--- src/design/cdc_defines.svh ---
`ifndef CDC_DEFINES_SVH
`define CDC_DEFINES_SVH

// ==================================================
// timing divisors
// ==================================================

// clock cycles per uart bit
`define CDC_UART_DIV 16

// clock cycles per half period of spi_clk
`define CDC_SPI_DIV 4

// number of pwm channels
`define CDC_PWM_CH 8

// ==================================================
// command codes
// ==================================================
`define CDC_CMD_PWM  8'h01
`define CDC_CMD_UART 8'h02
`define CDC_CMD_SPI  8'h03
`define CDC_CMD_DAC  8'h04

`endif

--- src/design/cdc_pkg.sv ---
package cdc_pkg;

    // plain data byte
    typedef logic [7:0] byte_t;

    // pwm duty, 1/256 steps
    typedef logic [7:0] duty_t;

    // pwm channel index
    typedef logic [2:0] chan_t;

    typedef logic [13:0] dac_code_t;

    // command frame decoder
    typedef enum logic [1:0] {
        IDLE, ARG0, ARG1
    } parser_state_t;

    typedef enum logic [1:0] {
        TX_IDLE, TX_START, TX_DATA, TX_STOP
    } uart_tx_state_t;

    typedef enum logic [1:0] {
        RX_IDLE, RX_START, RX_DATA, RX_STOP
    } uart_rx_state_t;

    typedef enum logic [1:0] {
        SPI_IDLE, SPI_LOW, SPI_HIGH, SPI_END
    } spi_state_t;

endpackage

--- src/design/cmd_parser.sv ---
`include "cdc_defines.svh"

module cmd_parser import cdc_pkg::*; (
    input  logic      clk,
    input  logic      rst_n_i,
    input  byte_t     usb_data_i,
    input  logic      usb_valid_i,
    output byte_t     upload_data_o,
    output logic      upload_valid_o,
    output dac_code_t dac_data_o,
    output logic      debug_o,
    output logic      duty_we_o,
    output chan_t     duty_chan_o,
    output duty_t     duty_val_o,
    output logic      tx_start_o,
    output byte_t     tx_byte_o,
    input  logic      tx_busy_i,
    output logic      spi_start_o,
    output byte_t     spi_tx_byte_o,
    input  logic      spi_busy_i,
    input  logic      spi_done_i,
    input  byte_t     spi_rx_byte_i,
    input  logic      rx_valid_i,
    input  byte_t     rx_byte_i,
    input  logic      rx_err_i
);
    localparam int CHAN_W = $clog2(`CDC_PWM_CH);

    parser_state_t state;
    byte_t         cmd_q;
    byte_t         arg0_q;
    logic          pend_valid_q;
    byte_t         pend_byte_q;

    // ==================================================
    // frame decoder and dispatch
    // ==================================================
    always_ff @(posedge clk) begin
        if (!rst_n_i) begin
            state       <= IDLE;
            cmd_q       <= '0;
            duty_we_o   <= 1'b0;
            tx_start_o  <= 1'b0;
            spi_start_o <= 1'b0;
            debug_o     <= 1'b0;
            dac_data_o  <= '0;
        end else begin
            // dispatch strobes last one cycle
            duty_we_o   <= 1'b0;
            tx_start_o  <= 1'b0;
            spi_start_o <= 1'b0;
            debug_o     <= rx_err_i;
            if (usb_valid_i) begin
                case (state)
                    IDLE: begin
                        case (usb_data_i)
                            `CDC_CMD_PWM, `CDC_CMD_UART, `CDC_CMD_SPI, `CDC_CMD_DAC: begin
                                cmd_q <= usb_data_i;
                                state <= ARG0;
                            end
                            // unknown command, stay idle
                            default: debug_o <= 1'b1;
                        endcase
                    end
                    ARG0: begin
                        arg0_q <= usb_data_i;
                        state  <= IDLE;
                        case (cmd_q)
                            `CDC_CMD_UART: begin
                                if (tx_busy_i) begin
                                    debug_o <= 1'b1;
                                end else begin
                                    tx_start_o <= 1'b1;
                                    tx_byte_o  <= usb_data_i;
                                end
                            end
                            `CDC_CMD_SPI: begin
                                if (spi_busy_i) begin
                                    debug_o <= 1'b1;
                                end else begin
                                    spi_start_o   <= 1'b1;
                                    spi_tx_byte_o <= usb_data_i;
                                end
                            end
                            // pwm and dac need a second argument
                            default: state <= ARG1;
                        endcase
                    end
                    default: begin
                        state <= IDLE;
                        if (cmd_q == `CDC_CMD_PWM) begin
                            duty_we_o   <= 1'b1;
                            duty_chan_o <= chan_t'(arg0_q[CHAN_W-1:0]);
                            duty_val_o  <= usb_data_i;
                        end else begin
                            dac_data_o <= {arg0_q[5:0], usb_data_i};
                        end
                    end
                endcase
            end
        end
    end

    // ==================================================
    // upload mux, spi result wins a tie
    // ==================================================
    always_ff @(posedge clk) begin
        if (!rst_n_i) begin
            upload_valid_o <= 1'b0;
            pend_valid_q   <= 1'b0;
        end else begin
            upload_valid_o <= spi_done_i | pend_valid_q | rx_valid_i;
            if (spi_done_i) begin
                upload_data_o <= spi_rx_byte_i;
                // uart byte parks until the next free cycle
                if (rx_valid_i) begin
                    pend_valid_q <= 1'b1;
                    pend_byte_q  <= rx_byte_i;
                end
            end else if (pend_valid_q) begin
                upload_data_o <= pend_byte_q;
                pend_valid_q  <= rx_valid_i;
                pend_byte_q   <= rx_byte_i;
            end else if (rx_valid_i) begin
                upload_data_o <= rx_byte_i;
            end
        end
    end

endmodule

--- src/design/pwm_bank.sv ---
`include "cdc_defines.svh"

module pwm_bank import cdc_pkg::*; (
    input  logic                   clk,
    input  logic                   rst_n_i,
    input  logic                   duty_we_i,
    input  chan_t                  duty_chan_i,
    input  duty_t                  duty_val_i,
    output logic [`CDC_PWM_CH-1:0] pwm_o
);
    duty_t      duty_q [`CDC_PWM_CH];
    logic [7:0] cnt_q;

    // ==================================================
    // shared counter and duty registers
    // ==================================================
    always_ff @(posedge clk) begin
        if (!rst_n_i) begin
            cnt_q <= '0;
            for (int i = 0; i < `CDC_PWM_CH; i++) begin
                duty_q[i] <= '0;
            end
        end else begin
            // free running, wraps every 256 cycles
            cnt_q <= cnt_q + 1'b1;
            if (duty_we_i) begin
                duty_q[duty_chan_i] <= duty_val_i;
            end
        end
    end

    // high while counter below duty
    // duty 0 never fires, 255 misses one slot per period
    always_ff @(posedge clk) begin
        if (!rst_n_i) begin
            pwm_o <= '0;
        end else begin
            for (int i = 0; i < `CDC_PWM_CH; i++) begin
                pwm_o[i] <= (cnt_q < duty_q[i]);
            end
        end
    end

endmodule

--- src/design/uart_bridge.sv ---
`include "cdc_defines.svh"

module uart_bridge import cdc_pkg::*; (
    input  logic  clk,
    input  logic  rst_n_i,
    input  logic  tx_start_i,
    input  byte_t tx_byte_i,
    output logic  tx_busy_o,
    output logic  uart_tx_o,
    input  logic  uart_rx_i,
    output logic  rx_valid_o,
    output byte_t rx_byte_o,
    output logic  rx_err_o
);
    localparam int DIV_W = $clog2(`CDC_UART_DIV);
    // rx counter also spans the half bit after the stop sample
    localparam int RX_W = DIV_W + 1;
    localparam logic [DIV_W-1:0] TX_LAST = DIV_W'(`CDC_UART_DIV - 1);
    localparam logic [RX_W-1:0]  RX_HALF = RX_W'(`CDC_UART_DIV / 2 - 1);
    localparam logic [RX_W-1:0]  RX_FULL = RX_W'(`CDC_UART_DIV - 1);
    localparam logic [RX_W-1:0]  RX_END  = RX_W'(`CDC_UART_DIV + `CDC_UART_DIV / 2 - 1);

    uart_tx_state_t   tx_state;
    logic [DIV_W-1:0] tx_cnt;
    logic [2:0]       tx_bit;
    byte_t            tx_sh;

    uart_rx_state_t   rx_state;
    logic [RX_W-1:0]  rx_cnt;
    logic [2:0]       rx_bit;
    logic             rx_s1;
    logic             rx_s2;
    logic             rx_stop_q;

    // ==================================================
    // transmitter
    // ==================================================
    assign tx_busy_o = (tx_state != TX_IDLE);

    always_ff @(posedge clk) begin
        if (!rst_n_i) begin
            tx_state  <= TX_IDLE;
            tx_cnt    <= '0;
            tx_bit    <= '0;
            uart_tx_o <= 1'b1;
        end else if (tx_state == TX_IDLE) begin
            if (tx_start_i) begin
                tx_sh     <= tx_byte_i;
                tx_cnt    <= '0;
                uart_tx_o <= 1'b0;
                tx_state  <= TX_START;
            end
        end else if (tx_cnt != TX_LAST) begin
            tx_cnt <= tx_cnt + 1'b1;
        end else begin
            tx_cnt <= '0;
            case (tx_state)
                TX_START: begin
                    tx_bit    <= '0;
                    uart_tx_o <= tx_sh[0];
                    tx_state  <= TX_DATA;
                end
                TX_DATA: begin
                    if (tx_bit == 3'd7) begin
                        uart_tx_o <= 1'b1;
                        tx_state  <= TX_STOP;
                    end else begin
                        // lsb first
                        tx_bit    <= tx_bit + 1'b1;
                        tx_sh     <= tx_sh >> 1;
                        uart_tx_o <= tx_sh[1];
                    end
                end
                default: tx_state <= TX_IDLE;
            endcase
        end
    end

    // ==================================================
    // receiver
    // ==================================================
    always_ff @(posedge clk) begin
        if (!rst_n_i) begin
            rx_s1      <= 1'b1;
            rx_s2      <= 1'b1;
            rx_state   <= RX_IDLE;
            rx_cnt     <= '0;
            rx_bit     <= '0;
            rx_valid_o <= 1'b0;
            rx_err_o   <= 1'b0;
        end else begin
            rx_s1      <= uart_rx_i;
            rx_s2      <= rx_s1;
            rx_valid_o <= 1'b0;
            rx_err_o   <= 1'b0;
            rx_cnt     <= rx_cnt + 1'b1;
            case (rx_state)
                RX_IDLE: begin
                    rx_cnt <= '0;
                    if (!rx_s2) begin
                        rx_state <= RX_START;
                    end
                end
                RX_START: begin
                    // glitch check at mid start bit
                    if (rx_cnt == RX_HALF) begin
                        rx_cnt   <= '0;
                        rx_bit   <= '0;
                        rx_state <= rx_s2 ? RX_IDLE : RX_DATA;
                    end
                end
                RX_DATA: begin
                    if (rx_cnt == RX_FULL) begin
                        rx_cnt    <= '0;
                        rx_byte_o <= {rx_s2, rx_byte_o[7:1]};
                        rx_bit    <= rx_bit + 1'b1;
                        if (rx_bit == 3'd7) begin
                            rx_state <= RX_STOP;
                        end
                    end
                end
                default: begin
                    if (rx_cnt == RX_FULL) begin
                        rx_stop_q <= rx_s2;
                    end
                    if (rx_cnt == RX_END) begin
                        rx_valid_o <= rx_stop_q;
                        rx_err_o   <= !rx_stop_q;
                        rx_state   <= RX_IDLE;
                    end
                end
            endcase
        end
    end

endmodule

--- src/design/spi_master.sv ---
`include "cdc_defines.svh"

module spi_master import cdc_pkg::*; (
    input  logic  clk,
    input  logic  rst_n_i,
    input  logic  start_i,
    input  byte_t tx_byte_i,
    output logic  busy_o,
    output logic  done_o,
    output byte_t rx_byte_o,
    output logic  spi_clk_o,
    output logic  spi_cs_n_o,
    output logic  spi_mosi_o,
    input  logic  spi_miso_i
);
    localparam int CNT_W = $clog2(`CDC_SPI_DIV);
    localparam logic [CNT_W-1:0] HALF_LAST = CNT_W'(`CDC_SPI_DIV - 1);

    spi_state_t       state;
    logic [CNT_W-1:0] half_cnt;
    logic [2:0]       bit_cnt;
    // mosi leaves the top, miso enters the bottom
    byte_t            sh;

    assign busy_o    = (state != SPI_IDLE);
    assign rx_byte_o = sh;

    always_ff @(posedge clk) begin
        if (!rst_n_i) begin
            state      <= SPI_IDLE;
            half_cnt   <= '0;
            bit_cnt    <= '0;
            spi_clk_o  <= 1'b0;
            spi_cs_n_o <= 1'b1;
            spi_mosi_o <= 1'b0;
            done_o     <= 1'b0;
        end else begin
            done_o   <= 1'b0;
            half_cnt <= half_cnt + 1'b1;
            case (state)
                SPI_IDLE: begin
                    half_cnt <= '0;
                    if (start_i) begin
                        // first bit valid before the first rising edge
                        sh         <= tx_byte_i;
                        spi_mosi_o <= tx_byte_i[7];
                        spi_cs_n_o <= 1'b0;
                        bit_cnt    <= '0;
                        state      <= SPI_LOW;
                    end
                end
                SPI_LOW: begin
                    if (half_cnt == HALF_LAST) begin
                        spi_clk_o <= 1'b1;
                        sh        <= {sh[6:0], spi_miso_i};
                        state     <= SPI_HIGH;
                    end
                end
                SPI_HIGH: begin
                    if (half_cnt == HALF_LAST) begin
                        spi_clk_o <= 1'b0;
                        if (bit_cnt == 3'd7) begin
                            state <= SPI_END;
                        end else begin
                            bit_cnt    <= bit_cnt + 1'b1;
                            spi_mosi_o <= sh[7];
                            state      <= SPI_LOW;
                        end
                    end
                end
                default: begin
                    // cs hold time of one half period
                    if (half_cnt == HALF_LAST) begin
                        spi_cs_n_o <= 1'b1;
                        spi_mosi_o <= 1'b0;
                        done_o     <= 1'b1;
                        state      <= SPI_IDLE;
                    end
                end
            endcase
        end
    end

endmodule

--- src/design/cdc_ctrl_top.sv ---
`include "cdc_defines.svh"

module cdc_ctrl_top import cdc_pkg::*; (
    input  logic                   clk,
    input  logic                   rst_n_i,
    input  byte_t                  usb_data_i,
    input  logic                   usb_valid_i,
    output byte_t                  upload_data_o,
    output logic                   upload_valid_o,
    output logic [`CDC_PWM_CH-1:0] pwm_o,
    input  logic                   uart_rx_i,
    output logic                   uart_tx_o,
    output logic                   spi_clk_o,
    output logic                   spi_cs_n_o,
    output logic                   spi_mosi_o,
    input  logic                   spi_miso_i,
    output dac_code_t              dac_data_o,
    output logic                   debug_o
);
    // pwm dispatch
    logic  duty_we;
    chan_t duty_chan;
    duty_t duty_val;

    // uart bridge
    logic  tx_start;
    byte_t tx_byte;
    logic  tx_busy;
    logic  rx_valid;
    byte_t rx_byte;
    logic  rx_err;

    // spi master
    logic  spi_start;
    byte_t spi_tx_byte;
    logic  spi_busy;
    logic  spi_done;
    byte_t spi_rx_byte;

    cmd_parser u_parser (
        .clk            (clk),
        .rst_n_i        (rst_n_i),
        .usb_data_i     (usb_data_i),
        .usb_valid_i    (usb_valid_i),
        .upload_data_o  (upload_data_o),
        .upload_valid_o (upload_valid_o),
        .dac_data_o     (dac_data_o),
        .debug_o        (debug_o),
        .duty_we_o      (duty_we),
        .duty_chan_o    (duty_chan),
        .duty_val_o     (duty_val),
        .tx_start_o     (tx_start),
        .tx_byte_o      (tx_byte),
        .tx_busy_i      (tx_busy),
        .spi_start_o    (spi_start),
        .spi_tx_byte_o  (spi_tx_byte),
        .spi_busy_i     (spi_busy),
        .spi_done_i     (spi_done),
        .spi_rx_byte_i  (spi_rx_byte),
        .rx_valid_i     (rx_valid),
        .rx_byte_i      (rx_byte),
        .rx_err_i       (rx_err)
    );

    pwm_bank u_pwm (
        .clk         (clk),
        .rst_n_i     (rst_n_i),
        .duty_we_i   (duty_we),
        .duty_chan_i (duty_chan),
        .duty_val_i  (duty_val),
        .pwm_o       (pwm_o)
    );

    uart_bridge u_uart (
        .clk        (clk),
        .rst_n_i    (rst_n_i),
        .tx_start_i (tx_start),
        .tx_byte_i  (tx_byte),
        .tx_busy_o  (tx_busy),
        .uart_tx_o  (uart_tx_o),
        .uart_rx_i  (uart_rx_i),
        .rx_valid_o (rx_valid),
        .rx_byte_o  (rx_byte),
        .rx_err_o   (rx_err)
    );

    spi_master u_spi (
        .clk        (clk),
        .rst_n_i    (rst_n_i),
        .start_i    (spi_start),
        .tx_byte_i  (spi_tx_byte),
        .busy_o     (spi_busy),
        .done_o     (spi_done),
        .rx_byte_o  (spi_rx_byte),
        .spi_clk_o  (spi_clk_o),
        .spi_cs_n_o (spi_cs_n_o),
        .spi_mosi_o (spi_mosi_o),
        .spi_miso_i (spi_miso_i)
    );

endmodule

--- config.mk ---
export PLATFORM = sky130hd
export DESIGN_NAME = cdc_ctrl_top
export DESIGN_NICKNAME = d
export VERILOG_FILES = /design/src/design/cdc_pkg.sv /design/src/design/cmd_parser.sv /design/src/design/pwm_bank.sv /design/src/design/uart_bridge.sv /design/src/design/spi_master.sv /design/src/design/cdc_ctrl_top.sv
export VERILOG_INCLUDE_DIRS = /design/src /design/src/design
export SDC_FILE = /design/constraint.sdc
export NUM_CORES = 1
export LEC_CHECK = 0
export ABC_AREA = 1
export BUFFER_PORTS_ARGS = -buffer_cell sky130_fd_sc_hd__buf_2
export CAP_MARGIN = 20
export CORE_ASPECT_RATIO = 0.5
export CORE_MARGIN = 5
export CORE_UTILIZATION = 66
export DETAILED_ROUTE_END_ITERATION = 8
export PLACE_DENSITY = 0.85
export SETUP_SLACK_MARGIN = 0.5
export SLEW_MARGIN = 20
export SYNTH_ARGS = -nofsm -noshare
export SYNTH_HDL_FRONTEND = slang
export SYNTH_HIERARCHICAL = 1
export SYNTH_SLANG_ARGS = --single-unit
export TNS_END_PERCENT = 5
--- constraint.sdc ---
create_clock -name clk -period 5.93 [get_ports clk]
set_input_delay 0 -clock clk [delete_from_list [all_inputs] [get_ports clk]]
set_output_delay 0 -clock clk [all_outputs]
set_load 0.01 [all_outputs]
# Word-level counts from Yosys, hierarchy flattened
# Memory sizes are Yosys's and may differ from the RTL's.
# Cells that the tools add are included.
word_totals:
  ff_bits: 155
  ramBits: 64
  output_inout_bits: 36
  mem_count: 1
memory_table:
  columns: ["memory", "words", "word_bits", "rd", "rd_clocked_by_memory_dff", "wr", "line_no", "text"]
  rows:
  - ["u_pwm.duty_q", 8, 8, 8, 0, 8, "pwm_bank.sv:11", "duty_t duty_q [`CDC_PWM_CH];"]
op_classes:
  add_sub_neg: 7
  order_cmp: 8
  eq_ne: 37
  muxes: 83
  bitwise: 14
  reduce_logical: 53
op_table:
  columns: ["operator", "n"]
  rows:
  - ["$mux W8", 13]
  - ["$lt A8 B8 Y1", 8]
  - ["$mux W2", 17]
  - ["$reduce_and A3 Y1", 11]
  - ["$eq A8 B2 Y1 const B", 4]
  - ["$reduce_and A4 Y1", 7]
  - ["$mux W1", 26]
  - ["$reduce_and A5 Y1", 5]
  - ["$mux W3", 7]
  - ["$reduce_bool A2 Y1", 10]
  - ["$pmux W3 S2", 3]
  - ["$eq A8 B1 Y1 const B", 2]
  - ["$pmux W8 S2", 1]
  - ["$pmux W5 S3", 1]
  - ["$ne A2 B1 Y1 const B", 7]
  - ["$ne A2 B2 Y1 const B", 7]
  - ["$mux W4", 3]
  - ["$not A1 Y1", 12]
  - ["$pmux W2 S3", 2]
  - ["$reduce_or A4 Y1", 3]
  - ["$mux W5", 2]
  - ["$pmux W1 S2", 5]
  - ["$add A3 B1 Y3 const B", 3]
  - ["$eq A3 B3 Y1 const B", 3]
  - ["other kinds (24)", 40]

# Logic depth before layout (Yosys ltp)
# Gate-level depths: netlist of the first run.
logic_depth:
  ltp_word: 5
  ltp_mapped: 12
  depth_no_buf: 11

# Cells and area by module
# The synthesis of the first run kept the hierarchy.
by_module_without_submodules:
  columns: ["module", "instances", "cells_each", "area_per_inst_um2", "seq_area_each_um2"]
  rows:
  - ["pwm_bank", 1, 469, 4325.4, 2242.2]
  - ["cmd_parser", 1, 250, 2934.1, 2072.0]
  - ["uart_bridge", 1, 219, 1913.1, 991.0]
  - ["spi_master", 1, 122, 997.2, 460.4]

# Least setup slack after synthesis of the first run
# No wires, ideal clock.
synth_timing:
  path_kind: "reg2reg"
  start: "register u_spi.state[0]"
  end: "register u_spi.sh[0], in the netlist u_spi/rx_byte_o[0] (enable)"
  setup_ns: 0.386
  arrival_time_ns: 1.584
  t_required_ns: 5.544
  path_slack_ns: 3.960
  path_stages_with_launch: 6
  n_path_buf: 0
  cell_sequence: "dfxtp_1 inv_1 ha_1 inv_2 nor2_8 a211oi_1"
synth_via:
  elab_chain_len: 3
  word_cells_on_any_way: 6
synth_lines:
  columns: ["item", "line_no", "text"]
  rows:
  - ["start, declared", "spi_master.sv:19", "spi_state_t state;"]
  - ["start signal, assigned", "spi_master.sv:30", "state <= SPI_IDLE;"]
  - ["start signal, assigned", "spi_master.sv:49", "state <= SPI_LOW;"]
  - ["start signal, assigned", "spi_master.sv:56", "state <= SPI_HIGH;"]
  - ["$eq A2 B1 Y1 / $logic_not A2 Y1 (equally long branches)", "spi_master.sv:40", "case (state)"]
  - ["$ne A2 B1 Y1 (no source line) (tied with other cells)", null, null]
  - ["$reduce_and A4 Y1 (no source line) *", null, null]
  - ["end signal, assigned", "spi_master.sv:45", "sh <= tx_byte_i;"]
  - ["end signal, assigned", "spi_master.sv:55", "sh <= {sh[6:0], spi_miso_i};"]
  - ["end, declared", "spi_master.sv:23", "byte_t sh;"]
# Every way passes the cells marked *; elsewhere a longest branch is shown, timed or not.
# A chain may end at the register's enable or synchronous reset.

# Worst setup path after layout of the first run
layout_timing:
  start: "register u_uart.tx_state[0]"
  end: "register u_uart.tx_sh[2] (enable)"
layout_via:
  elab_chain_len: 3
  word_cells_on_any_way: 7
layout_lines:
  columns: ["item", "line_no", "text"]
  rows:
  - ["start, declared", "uart_bridge.sv:23", "uart_tx_state_t tx_state;"]
  - ["start signal, assigned", "uart_bridge.sv:42", "tx_state <= TX_IDLE;"]
  - ["start signal, assigned", "uart_bridge.sv:51", "tx_state <= TX_START;"]
  - ["start signal, assigned", "uart_bridge.sv:61", "tx_state <= TX_DATA;"]
  - ["$logic_not A2 Y1 / $eq A2 B2 Y1 (equally long branches)", "uart_bridge.sv:46, uart_bridge.sv:57", null]
  - ["$ne A2 B1 Y1 (no source line) (tied with other cells)", null, null]
  - ["$reduce_and A5 Y1 (no source line) *", null, null]
  - ["end signal, assigned", "uart_bridge.sv:48", "tx_sh <= tx_byte_i;"]
  - ["end signal, assigned", "uart_bridge.sv:70", "tx_sh <= tx_sh >> 1;"]
  - ["end, declared", "uart_bridge.sv:26", "byte_t tx_sh;"]
# Marked as above.

==> results of run 1 <==
power groups by stage:
stage               Clock [mW]  Combinational, mW  Sequential (mW)
global route              1.29              0.670             1.76
floorplan                    0              0.442             1.78
CTS                       1.23              0.580             1.75
detailed placement           0              0.567             1.79
global placement             0              0.530             1.78
finish                    1.21              0.591             1.75
routing by layer:
layer / part of all wire / track usage / vias up
li1: - / - / 3588
met1: 0.40 / 0.289 / 3461
met2: 0.49 / 0.423 / 316
met3: 0.077 / 0.0510 / 60
met4: 0.026 / 0.0789 / 0
met5: 0 / 0 / -
sequential cells by signal, indices dropped and copies added (netlist names), 4 cells and up:
register                cells
u_pwm/cnt_q                 8
u_pwm/pwm_o                 8
u_uart/tx_sh                8
u_parser/tx_byte_o          8
u_parser/duty_val_o         8
u_parser/arg0_q             6
u_parser/pend_byte_q        8
u_parser/upload_data_o      8
u_uart/rx_byte_o            8
u_uart/rx_cnt               5
u_uart/tx_cnt               4
u_spi/rx_byte_o             8
u_parser/spi_tx_byte_o      8
u_parser/dac_data_o        14
u_parser/cmd_q              8
u_pwm/duty_q               64
area by class of cell:
class | count | area share
multi-input combinational | 671 | 0.331
timing repair buffer | 61 | 0.0325
inverter | 155 | 0.0514
tap | 204 | 0.0226
clock buffer | 26 | 0.0461
sequential | 219 | 0.510
clock inverter | 8 | 0.00675
synthesized netlist by cell type, drive strengths merged:
cell | number | area, µm²
and2 | 1 | 6.26
a31oi | 1 | 6.26
nor4 | 1 | 6.26
and3 | 1 | 7.51
or2 | 2 | 12.5
buf | 11 | 75.1
nand3b | 1 | 7.51
ha | 80 | 1000
a21oi | 74 | 415
o21ai | 16 | 87.6
clkbuf | 4 | 15.0
nor3 | 10 | 55.1
o211ai | 2 | 15.0
edfxtp | 138 | 4140
o31ai | 1 | 7.51
o21bai | 8 | 60.1
dfxtp | 81 | 1620
o22ai | 1 | 6.26
inv | 155 | 582
a211oi | 2 | 15.0
xnor2 | 1 | 8.76
o21a | 2 | 15.0
nor2 | 138 | 574
nand2 | 269 | 1090
xor2 | 2 | 17.5
nand4 | 3 | 18.8
a21boi | 1 | 11.3
nand3 | 54 | 288
logic make-up (layout without fill, tap and decap cells):
kind of cell             Yosys count  count (layout)
AND/OR/NAND/NOR                  480             480
flip-flops                       219             219
buffers and inverters            170             250
AO/OA/AOI/OAI                    108             108
adder cells (fa/ha/maj)           80              80
XOR/XNOR                           3               3
final timing paths:
kind / endpoint / depth (start not counted) / slack (ns) / startpoint
worst max register to register: u_uart/tx_sh[2] / 7 / 3.32 / u_uart/tx_state[0]
worst min register to register: u_uart/rx_s2 / 1 / 0.42 / u_uart/rx_s1
worst min-delay path: u_uart/rx_s1 / 3 / 0.24 / uart_rx_i
worst max-delay path: u_uart/tx_sh[2] / 7 / 3.32 / u_uart/tx_state[0]
worst max-delay path: stages (launching register included):
cell     delay, ns
dfxtp_1       0.37
inv_1         0.09
ha_1          0.36
inv_2         0.31
nor2_4        0.07
inv_1         0.09
nand2_1       0.10
nor3_1        0.83
==> flow_summary.toml, run 1 <==
[outcome]
outcome = "completed"

[timing]
hold_viol = 0
period_share = 0.440
setup_tns_ns = 0
slew_violations = 0
setup_viol = 0
rsz0062_at_grt = "false"
fmax_mhz = 383
worstMarginPinSlew_ns = 1.08
setup_slack_ns = 3.32
slew_headroom = 0.277
hold_ws_ns = 0.242
clock_skew_ns = 0.0133
fin_crit_ns = 2.61

[logic_synthesis]
avgSynthCellArea_um2 = 9.59
synthesis.nets = 1153
yosys_warnings = 6
ys_ff_latch = 219
synth_xor_area_frac = 0.00258
synth_area_um2 = 10200
synth.mux.area_fraction = 0
synth_compound_area_frac = 0.0629
synth_simple_gate_area_share = 0.203
yosysUniqueCellTypes = 42
synth_cells = 1060
yosys.area_share.adder = 0.0984
yosysSeqAreaShare = 0.567
synth_top_family_by_area = "simple AND/OR/NAND/NOR gates"

[die]
row_count = 32
core_um2 = 15300
start_util = 0.667
die_area_um2 = 18100
chipHeight_um = 97.8
die_x_um = 186
ioPinCount = 49

[placed_design]
dp_hpwl_um = 13800
routabilityCongestion = 0.873
dp_slack_ns = 3.34
numPlacedInstances = 1298
dpl_cell_area_um2 = 10600
portBuffers = 48

[clock_network]
clock_path_buffers = 3
root_buffer = "clkbuf_16"
cts-resized-gates = 0
worstSkewPairLatency_ns = 0.50
clk_pin_slew_ns = 0.07
htree_levels = 1
cts_tree = "yes"
cts.sinks = 219
cts_made_buffers = 19
cts_setup_buffers = 0
ctsHoldBuffers = 12

[global_routing]
grt_pass1_wl_um = 34600
overflow = 0
grt.total_usage = 0.238
grt_max_degree = 32
antenna_found_initial = 0
grt_pass1_vias = 7403

[detailed_routing]
num_vias = 7425
routedWlPerCell_um = 16.0
drt.antenna.violating_nets = 0
drc = 0
drtIter0Drc = 732
drt_wl_total_um = 21500
via_per_inst = 5.52
dr.pass1.iters = 5

[power_and_ir_drop]
p_per_area_nw_per_um2 = 315
clkPwrFrac = 0.341
power_frac_comb = 0.166
p_seq_frac = 0.493
p_leak_nw = 5.11
p_sw_frac = 0.279
p_int_mw = 2.57
vdd_drop_max_mv = 0.191
total_power_mw = 3.56
p_switching_mw = 0.993

[worst_setup_path]
required_ns = 6.05
crit_path_end_kind = "flip-flop"
crit_type = "reg2reg"
worstPathMaxFanout = 17
cp-start-kind = "flip-flop"
worstPathArrival_ns = 2.72

[cells_and_area]
mostFrequentLayoutCell = "nand2_1"
num-nets-final = 1220
multi_input_area_um2 = 3740
drive_gt1_frac = 0.123
final_cell_mix = "nand2_1 (243), inv_1 (149), edfxtp_1 (138)"
fillCellCount = 987
syn_to_final_growth_pct = 11.2
fin_cells = 1344
fin_util = 0.741
fin_area_um2 = 11300
regArea_um2 = 5770
antenna_cells = 0

[run]
drv_cap = 0

[worst_hold_path]
hold_class = "in2reg"
(Power assumes the default switching activity.)
==> inputs of run 2 (changes only) <==
CORE_UTILIZATION = 61   (was 66)
PLACE_DENSITY = 0.79   (was 0.85)
clock period = 2.5 ns   (was 5.93 ns; I/O delays follow)
==> flow_summary.toml, run 2 (synthesis gave the netlist of run 1 again) <==
[cells_and_area]
drive_gt1_frac = 0.124
final_cell_mix = "nand2_1 (243), inv_1 (149), edfxtp_1 (138)"
mostFrequentLayoutCell = "nand2_1"
multi_input_area_um2 = 3730
largest_register_ff_count = 64
top_regs = "u_pwm/duty_q: 64 flops, u_parser/dac_data_o: 14 flops"
regArea_um2 = 5770
num-nets-final = 1227
antenna_cells = 0
fin_cells = 1375
fillCellCount = 1212
regMostFlops = "u_pwm/duty_q"
syn_to_final_growth_pct = 12.0
fin_area_um2 = 11400

[detailed_routing]
drc = 0
dr.pass1.iters = 5
via_per_inst = 5.29
drtIter0Drc = 545
routedWlPerCell_um = 15.1
drt_wl_total_um = 20700
drt.antenna.violating_nets = 0
num_vias = 7270

[run]
drv_cap = 0

[clock_network]
htree_levels = 1
cts.sinks = 219
cts_tree = "yes"
worstSkewPairLatency_ns = 0.49
clock_path_buffers = 3
clk_pin_slew_ns = 0.07
root_buffer = "clkbuf_16"
cts_made_buffers = 20

[global_routing]
grt_max_degree = 30
antenna_found_initial = 0
grt_pass1_wl_um = 34400
overflow = 0
grt.total_usage = 0.220
grt_pass1_vias = 7219

[worst_setup_path]
worstPathMaxFanout = 12
critPathSlowestCell = "ha_1"
required_ns = 2.70
crit_type = "reg2reg"
crit_path_end_kind = "flip-flop"
worstPathArrival_ns = 2.20
cp-start-kind = "flip-flop"
r2r_setup_slack_ns = 0.51
crit_chain = "inv_1 -> ha_1 -> inv_1 -> nand2_1 -> nand2_1 -> a211oi_1 -> buf_4"
max_stage_delay_ns = 0.41

[timing]
clock_skew_ns = 0.0170
rsz0062_at_grt = "true"
fin_crit_ns = 1.99
slew_headroom = 0.465
setup_viol = 0
setup_tns_ns = 0
fmax_mhz = 502
worstMarginPinSlew_ns = 0.802
hold_viol = 0
slew_violations = 0
period_share = 0.797
setup_slack_ns = 0.507

[placed_design]
dpl_cell_area_um2 = 10700
routabilityCongestion = 0.865
numPlacedInstances = 1327
dp_hpwl_um = 13900
portBuffers = 48
dp_slack_ns = 0.499

[die]
die_area_um2 = 19500
ioPinCount = 49
chipHeight_um = 101
die_x_um = 193
core_um2 = 16400
row_count = 33
start_util = 0.622

[outcome]
outcome = "completed"

[power_and_ir_drop]
vdd_drop_max_mv = 0.609
p_leak_nw = 5.14
p_per_area_nw_per_um2 = 742

[worst_hold_path]
hold_class = "in2reg"
==> run 2: cell types whose count changed in the layout (fill, tap and decap cells not counted), sizes merged <==
cell	delta
inv	-3
clkinv	+2
buf	+6
clkbuf	+3
==> run 2: critical path, delay by kind of cell (launching register included) <==
| family | cells | cell delay [ns] |
|---|---|---|
| flip-flops | 1 | 0.34 |
| AO/OA/AOI/OAI | 1 | 0.18 |
| AND/OR/NAND/NOR | 2 | 0.20 |
| buffers and inverters | 3 | 0.56 |
| adder cells (fa/ha/maj) | 1 | 0.41 |
==> run 2: final cells by class <==
class | instances | share of cell area
timing repair buffer | 67 | 0.0362
inverter | 155 | 0.0511
clock inverter | 7 | 0.00626
sequential | 219 | 0.506
tap | 227 | 0.0249
multi-input combinational | 671 | 0.328
clock buffer | 29 | 0.0478
==> run 2: final timing paths <==
| kind | from | end | cells after the start |
|---|---|---|---|
| worst max-delay path | u_spi/state[1] | u_spi/rx_byte_o[5] | 7 |
| worst min register to register | u_uart/rx_s1 | u_uart/rx_s2 | 1 |
| worst max register to register | u_spi/state[1] | u_spi/rx_byte_o[5] | 7 |
| worst min-delay path | uart_rx_i | u_uart/rx_s1 | 3 |
==> run 2: timing repair <==
| action | 4_1_cts | 5_1_grt |
|---|---|---|
| gates resized for setup | 0 | 1 |
| hold buffers | 12 | 0 |
| endpoints found under the hold margin | 57 | 0 |
| setup buffers | 0 | 0 |
| setup endpoints to repair | 0 | 44 |
==> run 2: metal layers <==
layer	vias to the layer above	part of all wire	global-route usage
li1	3600	-	-
met1	3436	0.44	0.288
met2	185	0.48	0.378
met3	49	0.062	0.0458
met4	0	0.025	0.0591
met5	-	0	0
==> run 2: power breakdown <==
| part | internal [mW] | leakage (nW) | switching, mW |
|---|---|---|---|
| logic | 0.473 | 2.86 | 0.929 |
| clock network | 1.63 | 0.295 | 1.26 |
| registers | 4.04 | 1.98 | 0.115 |
==> run 2: stage by stage <==
| step | utilization | total power [mW] | hold slack, ns |
|---|---|---|---|
| CTS | 0.697 | 8.50 | 0.212 |
| detailed placement | 0.652 | 5.58 | 0.199 |
| floorplan | - | 5.27 | 0.0847 |
| global placement | 0.652 | 5.51 | 0.187 |
| global route | 0.697 | 8.87 | 0.221 |
| finish | 0.697 | 8.45 | 0.229 |
